[src/rtl/periph_pkg.sv]
// Controller-port peripheral definitions
// Shared key codes, debounced state, bus request and register map

package periph_pkg;

    // Keypad code reported to the CPU, 15 means no key held
    typedef enum logic [3:0] {
        KEY_0    = 4'd0,
        KEY_1    = 4'd1,
        KEY_2    = 4'd2,
        KEY_3    = 4'd3,
        KEY_4    = 4'd4,
        KEY_5    = 4'd5,
        KEY_6    = 4'd6,
        KEY_7    = 4'd7,
        KEY_8    = 4'd8,
        KEY_9    = 4'd9,
        KEY_STAR = 4'd10,
        KEY_HASH = 4'd11,
        KEY_NONE = 4'd15
    } key_code_e;

    // Debounced levels, all active high
    typedef struct packed {
        logic [11:0] keys;     // Bit i is the key with code i
        logic [1:0]  fire;     // Top and bottom fire buttons
        logic [2:0]  console;  // Start, pause, reset
    } ctrl_state_t;

    // One-cycle press pulse with the new code
    typedef struct packed {
        logic      press;
        key_code_e code;
    } key_event_t;

    // Register addresses
    typedef enum logic [1:0] {
        REG_KBCODE  = 2'd0,
        REG_STATUS  = 2'd1,
        REG_IRQ_EN  = 2'd2,
        REG_IRQ_CLR = 2'd3
    } reg_addr_e;

    // CPU request, rd and wr are single-cycle strobes
    typedef struct packed {
        logic       rd;
        logic       wr;
        reg_addr_e  addr;
        logic [7:0] wdata;
    } bus_req_t;

    // STATUS register bit positions, bit 7 reads zero
    localparam int STAT_HELD    = 0;
    localparam int STAT_FIRE_LO = 1;
    localparam int STAT_FIRE_HI = 2;
    localparam int STAT_CONS_LO = 3;
    localparam int STAT_CONS_HI = 5;
    localparam int STAT_PEND    = 6;

endpackage

[src/rtl/debounce.sv]
// Switch debouncer
// Synchronizes one raw line and passes it on only after it has
// held steady for half the counter range

`timescale 1ns/1ps

module debounce #(
    parameter int DB_BITS = 11
) (
    input  logic clk,
    input  logic n_reset,
    input  logic raw,
    output logic level
);

    logic               sync_a;
    logic               sync_b;
    logic [DB_BITS-1:0] count;
    logic [DB_BITS-1:0] count_next;
    logic               changed;
    logic               stable;

    // Flops disagree while the input is moving
    assign changed = sync_a ^ sync_b;
    // Top bit set means the line has been quiet long enough
    assign stable  = count[DB_BITS-1];

    // Counter clears on any change and saturates at the top bit
    always_comb
    begin
        if (changed)
            count_next = '0;
        else if (!stable)
            count_next = count + 1'b1;
        else
            count_next = count;
    end

    always_ff @(posedge clk)
    begin
        if (!n_reset)
        begin
            sync_a <= 1'b0;
            sync_b <= 1'b0;
            count  <= '0;
            level  <= 1'b0;
        end
        else
        begin
            // Two-flop synchronizer on the asynchronous switch
            sync_a <= raw;
            sync_b <= sync_a;
            count  <= count_next;
            // Output follows only once the counter has saturated
            if (stable)
                level <= sync_b;
        end
    end

endmodule

[src/rtl/keypad_encoder.sv]
// Keypad encoder
// Priority-encodes the debounced keys, lowest index wins, and
// emits one press event each time the code moves to a real key

`timescale 1ns/1ps

module keypad_encoder
    import periph_pkg::*;
(
    input  logic       clk,
    input  logic       n_reset,
    input  logic [11:0] keys,
    output key_event_t event_out
);

    key_code_e cur_code;
    key_code_e last_code;
    logic      press;

    // Scan from the top so the lowest held index is left standing
    always_comb
    begin
        cur_code = KEY_NONE;
        for (int i = 11; i >= 0; i--)
        begin
            if (keys[i])
                cur_code = key_code_e'(4'(i));
        end
    end

    always_ff @(posedge clk)
    begin
        if (!n_reset)
        begin
            last_code <= KEY_NONE;
            press     <= 1'b0;
        end
        else
        begin
            last_code <= cur_code;
            // New key, or a slide from one key to another
            // Releasing everything gives no event
            press <= (cur_code != last_code) && (cur_code != KEY_NONE);
        end
    end

    // last_code is loaded on the same edge as press, so the pair
    // lines up as the event payload
    assign event_out.press = press;
    assign event_out.code  = last_code;

endmodule

[src/rtl/periph_regs.sv]
// Controller-port register block
// Holds the last key code, interrupt enable and pending flag, and
// answers CPU reads of these and of the live button status

`timescale 1ns/1ps

module periph_regs
    import periph_pkg::*;
(
    input  logic        clk,
    input  logic        n_reset,
    input  bus_req_t    bus,
    input  ctrl_state_t state,
    input  key_event_t  key_event,
    output logic [7:0]  rdata,
    output logic        irq
);

    key_code_e  kbcode;
    logic       irq_en;
    logic       pending;
    logic [7:0] status;
    logic [7:0] rd_mux;
    logic       wr_en;
    logic       wr_clr;

    // Decoded write strobes
    assign wr_en  = bus.wr && (bus.addr == REG_IRQ_EN);
    assign wr_clr = bus.wr && (bus.addr == REG_IRQ_CLR) && bus.wdata[0];

    // Live status word
    always_comb
    begin
        status = 8'h00;
        status[STAT_HELD] = |state.keys;
        status[STAT_FIRE_HI:STAT_FIRE_LO] = state.fire;
        status[STAT_CONS_HI:STAT_CONS_LO] = state.console;
        status[STAT_PEND] = pending;
    end

    // Read select
    always_comb
    begin
        case (bus.addr)
            REG_KBCODE:
                rd_mux = {4'h0, kbcode};
            REG_STATUS:
                rd_mux = status;
            REG_IRQ_EN:
                rd_mux = {7'h00, irq_en};
            default:
                rd_mux = 8'h00;
        endcase
    end

    // Key code and pending flag
    always_ff @(posedge clk)
    begin
        if (!n_reset)
        begin
            kbcode  <= KEY_NONE;
            pending <= 1'b0;
        end
        else
        begin
            if (key_event.press)
            begin
                // A press beats a clear on the same edge
                kbcode  <= key_event.code;
                pending <= 1'b1;
            end
            else if (wr_clr)
            begin
                pending <= 1'b0;
            end
        end
    end

    // Enable, read data and interrupt line
    always_ff @(posedge clk)
    begin
        if (!n_reset)
        begin
            irq_en <= 1'b0;
            rdata  <= 8'h00;
            irq    <= 1'b0;
        end
        else
        begin
            if (wr_en)
                irq_en <= bus.wdata[0];
            // Read data holds until the next read strobe
            if (bus.rd)
                rdata <= rd_mux;
            irq <= pending & irq_en;
        end
    end

endmodule

[src/rtl/periph_top.sv]
// Controller-port peripheral top level
// Debounces all seventeen switch lines, encodes the keypad and
// presents the register block to the CPU

`timescale 1ns/1ps

module periph_top
    import periph_pkg::*;
#(
    parameter int DB_BITS = 11
) (
    input  logic        clk,
    input  logic        n_reset,
    input  logic [11:0] raw_keys,
    input  logic [1:0]  raw_fire,
    input  logic [2:0]  raw_console,
    input  bus_req_t    bus,
    output logic [7:0]  rdata,
    output logic        irq
);

    localparam int NUM_LINES = 17;

    logic [NUM_LINES-1:0] raw_lines;
    logic [NUM_LINES-1:0] db_lines;
    ctrl_state_t          state;
    key_event_t           key_event;

    // Same bit order as ctrl_state_t, keys at the top
    assign raw_lines = {raw_keys, raw_fire, raw_console};
    assign state     = db_lines;

    // One debouncer per switch line
    for (genvar i = 0; i < NUM_LINES; i++)
    begin : g_db
        debounce #(
            .DB_BITS (DB_BITS)
        ) debounce_i (
            .clk     (clk),
            .n_reset (n_reset),
            .raw     (raw_lines[i]),
            .level   (db_lines[i])
        );
    end

    keypad_encoder keypad_encoder_i (
        .clk       (clk),
        .n_reset   (n_reset),
        .keys      (state.keys),
        .event_out (key_event)
    );

    periph_regs periph_regs_i (
        .clk       (clk),
        .n_reset   (n_reset),
        .bus       (bus),
        .state     (state),
        .key_event (key_event),
        .rdata     (rdata),
        .irq       (irq)
    );

endmodule

[config.mk]
export PLATFORM = sky130hd
export DESIGN_NAME = periph_top
export DESIGN_NICKNAME = d
export VERILOG_FILES = /design/src/rtl/periph_pkg.sv /design/src/rtl/debounce.sv /design/src/rtl/keypad_encoder.sv /design/src/rtl/periph_regs.sv /design/src/rtl/periph_top.sv
export SDC_FILE = /design/constraint.sdc
export NUM_CORES = 1
export LEC_CHECK = 0
export ABC_AREA = 1
export BUFFER_PORTS_ARGS = -buffer_cell sky130_fd_sc_hd__clkbuf_2
export CORE_ASPECT_RATIO = 1.5
export CORE_MARGIN = 4
export CORE_UTILIZATION = 55
export CTS_CLUSTER_DIAMETER = 100
export DETAILED_ROUTE_END_ITERATION = 8
export PLACE_DENSITY_LB_ADDON = 0.08
export SLEW_MARGIN = 20
export SYNTH_ARGS = -nofsm -noshare
export SYNTH_HDL_FRONTEND = slang
export SYNTH_SLANG_ARGS = --single-unit
export TNS_END_PERCENT = 10
[constraint.sdc]
create_clock -name clk -period 1.2 [get_ports clk]
set_input_delay 0.12 -clock clk [delete_from_list [all_inputs] [get_ports clk]]
set_output_delay 0.12 -clock clk [all_outputs]
set_load 0.01 [all_outputs]
==> results.md <==
* Status: finished, violations left
* Failing checks: setup timing
* # nets final at 1,700
* Sequential share of the synthesized area at 48.80%
* Chip Height at 177.6 um
* Cell variety after synth at 31
* Core ar. at around 19,000 um2
* Most frequent cells in the layout: nand2_1, inv_1, dfxtp_1, buf_4, a21oi_1
* Reg2reg setup slack at -0.27 ns
* Worst hold stages at 4
* Antenna violations before repair at 0
* Synth-to-layout area growth at 33.78%
* Syn Nets at 1,451
* Drt first pass iters at 4
* DP Wirelength at 14,920 um
* Fin crit period at roughly 1.5 ns
* Ports at 40
* Area share of the largest cell type after synthesis at 48.80%
* CP startpoint kind: flip-flop
* VDD IR-drop max at approximately 1100 uV
* Initial Util at 56.39%
* Leakage Power at 5.761 nW
* Clk_lat worst skew at 0.51 ns
* Routed Antenna Nets at 0
* CTS max path bufs at 3
* Syn Area/Cell at approximately 7.5 um2
* Hold endpoint: g_db[2].debounce_i.sync_b$_SDFF_PN0_
* CTS tree: built
* Die area at 21,500 um2
* Yosys reg bits at 257
* Number of diodes at 0
* Final setup violation count at 57
* R2r startpoint: g_db[16].debounce_i.count[0]$_SDFFE_PP0N_
* Final Max Slew Viols at 0
* Clk root buf: clkbuf_16
* Routed length per instance at about 12 um
* Largest net degree at the start of global routing at 30
* Global-route wire length before repair at about 37,000 um
* Vias in the first global route at 9,130
* Maxcap violations at 0
* Worst Path Required at between 1.5 and 2 ns
* Sw frac at 22.09%
* Via Count at 9,405
* # port buffers at 31
* Number of remaining DRC errors at 0
* Total power at ~18 mW
* Hold_sp: n_reset
* Final hold vios at 0
* Synthesized instance count at 1,403
* Critical path fanouts, max at 3
* Fin worst setup slack at -0.2685 ns
* Clock transition at the registers of the reported paths at 0.07 ns
* Final Wtd Congestion at 0.8173
* Pwr/cell area at 1308 nW/um2
* Worst Hold Class: input port to flip-flop
* Reg2reg end: g_db[16].debounce_i.count[8]$_SDFFE_PP0N_
* Clock sinks at between 200 and 300
* Total Routed Length at 22,260 um
* Sequential share of power at 48.0%
* FMAX at 0.6809 GHz
* Synth warnings at 0
* Kind of critical path: flip-flop to flip-flop
* Logic gate share of total power at around 6.6%
* Initial drt markers at 359
* Share of layout cells above drive strength 1 at 28.90%
* GRT overflow at 0
* Htree depth at 1
* Pint at 14.38 mW
* Via-to-Cell Ratio at 4.891
* Data arrival, critical path at 1.93 ns
* Sw Pwr at 4.077 mW
* Setup repair after global routing missed its margin: yes
* Period Utilization, post-route at 122.4%
* Synth area leader: dfxtp_1
* Row count at 61
* Mapped Area at 10,540 um2
* Die Wd at 121.1 um
* Worst Setup End Kind: flip-flop
* Skew final at 0.01252 ns
* Commonest non-fill, non-tap cell in the layout: nand2_1
* Gr usage total at around 20%
* Clock share of power at 45.3%
* Synth area leaders: dfxtp_1, nand2_1, inv_1
* CTS buffer count at 25
* Setup TNS Final at -4.299 ns
* Worst reg2reg path depth at 10
* Fin Hold WS at 0.02395 ns
[flip-flops by register name (all words and copies together) (netlist names), 4 cells and up]
name	count
g_db.debounce_i.sync_a	17
g_db.debounce_i.sync_b	17
g_db.debounce_i.level	17
g_db.debounce_i.count	187
periph_regs_i.rdata	7
keypad_encoder_i.last_code	4
periph_regs_i.kbcode	4
[area by class of cell]
class / count / area, um2
Fill cell: 1434 / 4593
Multi-Input combinational cell: 901 / 5015
Clock inverter: 13 / 177.7
Clock buffer: 33 / 715.7
Sequential cell: 257 / 5215
Timing Repair Buffer: 234 / 1782
Inverter: 233 / 885.9
Tap cell: 252 / 315.3
[power groups by stage]
| stage | clock network [mW] | registers (mW) | logic (mW) |
|---|---|---|---|
| floorplan | 0 | 9.01 | 0.590 |
| global placement | 0 | 9.02 | 1.01 |
| detailed placement | 0 | 9.02 | 1.03 |
| CTS | 8.54 | 8.84 | 1.14 |
| global route | 8.84 | 8.88 | 1.39 |
| finish | 8.37 | 8.87 | 1.22 |
[how the worst max path moves through the flow]
stage,from,to,cells after the start
after floorplan,g_db[16].debounce_i.count[0]$_SDFFE_PP0N_,g_db[16].debounce_i.count[8]$_SDFFE_PP0N_,10
after global placement,g_db[14].debounce_i.count[0]$_SDFFE_PP0N_,g_db[14].debounce_i.count[9]$_SDFFE_PP0N_,8
after detailed placement,g_db[16].debounce_i.count[0]$_SDFFE_PP0N_,g_db[16].debounce_i.count[8]$_SDFFE_PP0N_,10
after CTS,g_db[16].debounce_i.count[0]$_SDFFE_PP0N_,g_db[16].debounce_i.count[8]$_SDFFE_PP0N_,10
after global routing,g_db[16].debounce_i.count[0]$_SDFFE_PP0N_,g_db[16].debounce_i.count[8]$_SDFFE_PP0N_,10
final,g_db[16].debounce_i.count[0]$_SDFFE_PP0N_,g_db[16].debounce_i.count[8]$_SDFFE_PP0N_,10
[critical path, cell delays in order, from the launching register on]
cell and delay (ns):
dfxtp_4 0.36, ha_4 0.13, inv_2 0.04, nor3_2 0.20, inv_1 0.10, nor2_2 0.15
nand2_2 0.07, nor2_2 0.09, inv_1 0.06, nor2_1 0.10, o21a_1 0.11
[metal layers]
metal / global-route usage (%) / vias up / part of all wire, %
met5: 0 / - / 0
li1: - / 4988 / -
met4: 6.002 / 0 / 1.9
met3: 2.902 / 28 / 2.6
met1: 22.34 / 4298 / 41
met2: 39.27 / 91 / 55
[synthesized netlist by cell type]
cell type,n
nand4_1,26
nand3_1,50
buf_2,7
ha_1,17
nand3_2,4
a31o_2,3
dfxtp_1,257
xnor2_1,10
nand2_1,269
clkbuf_1,3
inv_1,232
o211ai_1,3
nor3_2,11
o21ai_0,94
nor4_1,3
nor2_2,19
a21oi_1,162
nor3_1,29
o21a_1,15
nor2_1,146
nor2_4,4
buf_4,2
inv_2,1
conb_1,1
nand2_2,1
xor2_1,17
nor3b_1,3
nand3b_1,1
o21ai_1,8
or2_4,4
o21bai_1,1
[repair_timing]
action,4_1_cts,5_1_grt
hold buffers,23,0
pin swaps,26,59
endpoints found under the hold margin,19,0
resized for setup,98,158
setup buffers,8,16
endpoints found under the setup margin,89,124
[metrics by stage]
step                      cell area, um2  util (%)  setup WS, ns  std cells
after global routing               14110     75.44       -0.3349       1923
after CTS                          13570     72.56       -0.1869       1907
after detailed placement           12170     65.08       -0.2136       1830
final                              14110     75.44       -0.2685       1923
after floorplan                    10560         -      -0.09944       1403
after global placement             12170     65.08       -0.1833       1830
[cells by family after synthesis]
logic type | count (synthesis) | share of synthesized area [%]
adders and majority gates | 17 | 2.017
xor gates and xnor gates | 27 | 2.243
DFF | 257 | 48.80
other | 1 | 0.03557
buffers and inverters | 245 | 8.876
AOI/OAI and AO/OA | 286 | 14.13
and+or+nand+nor | 570 | 23.90
Power figures use the tool's default switching activity.
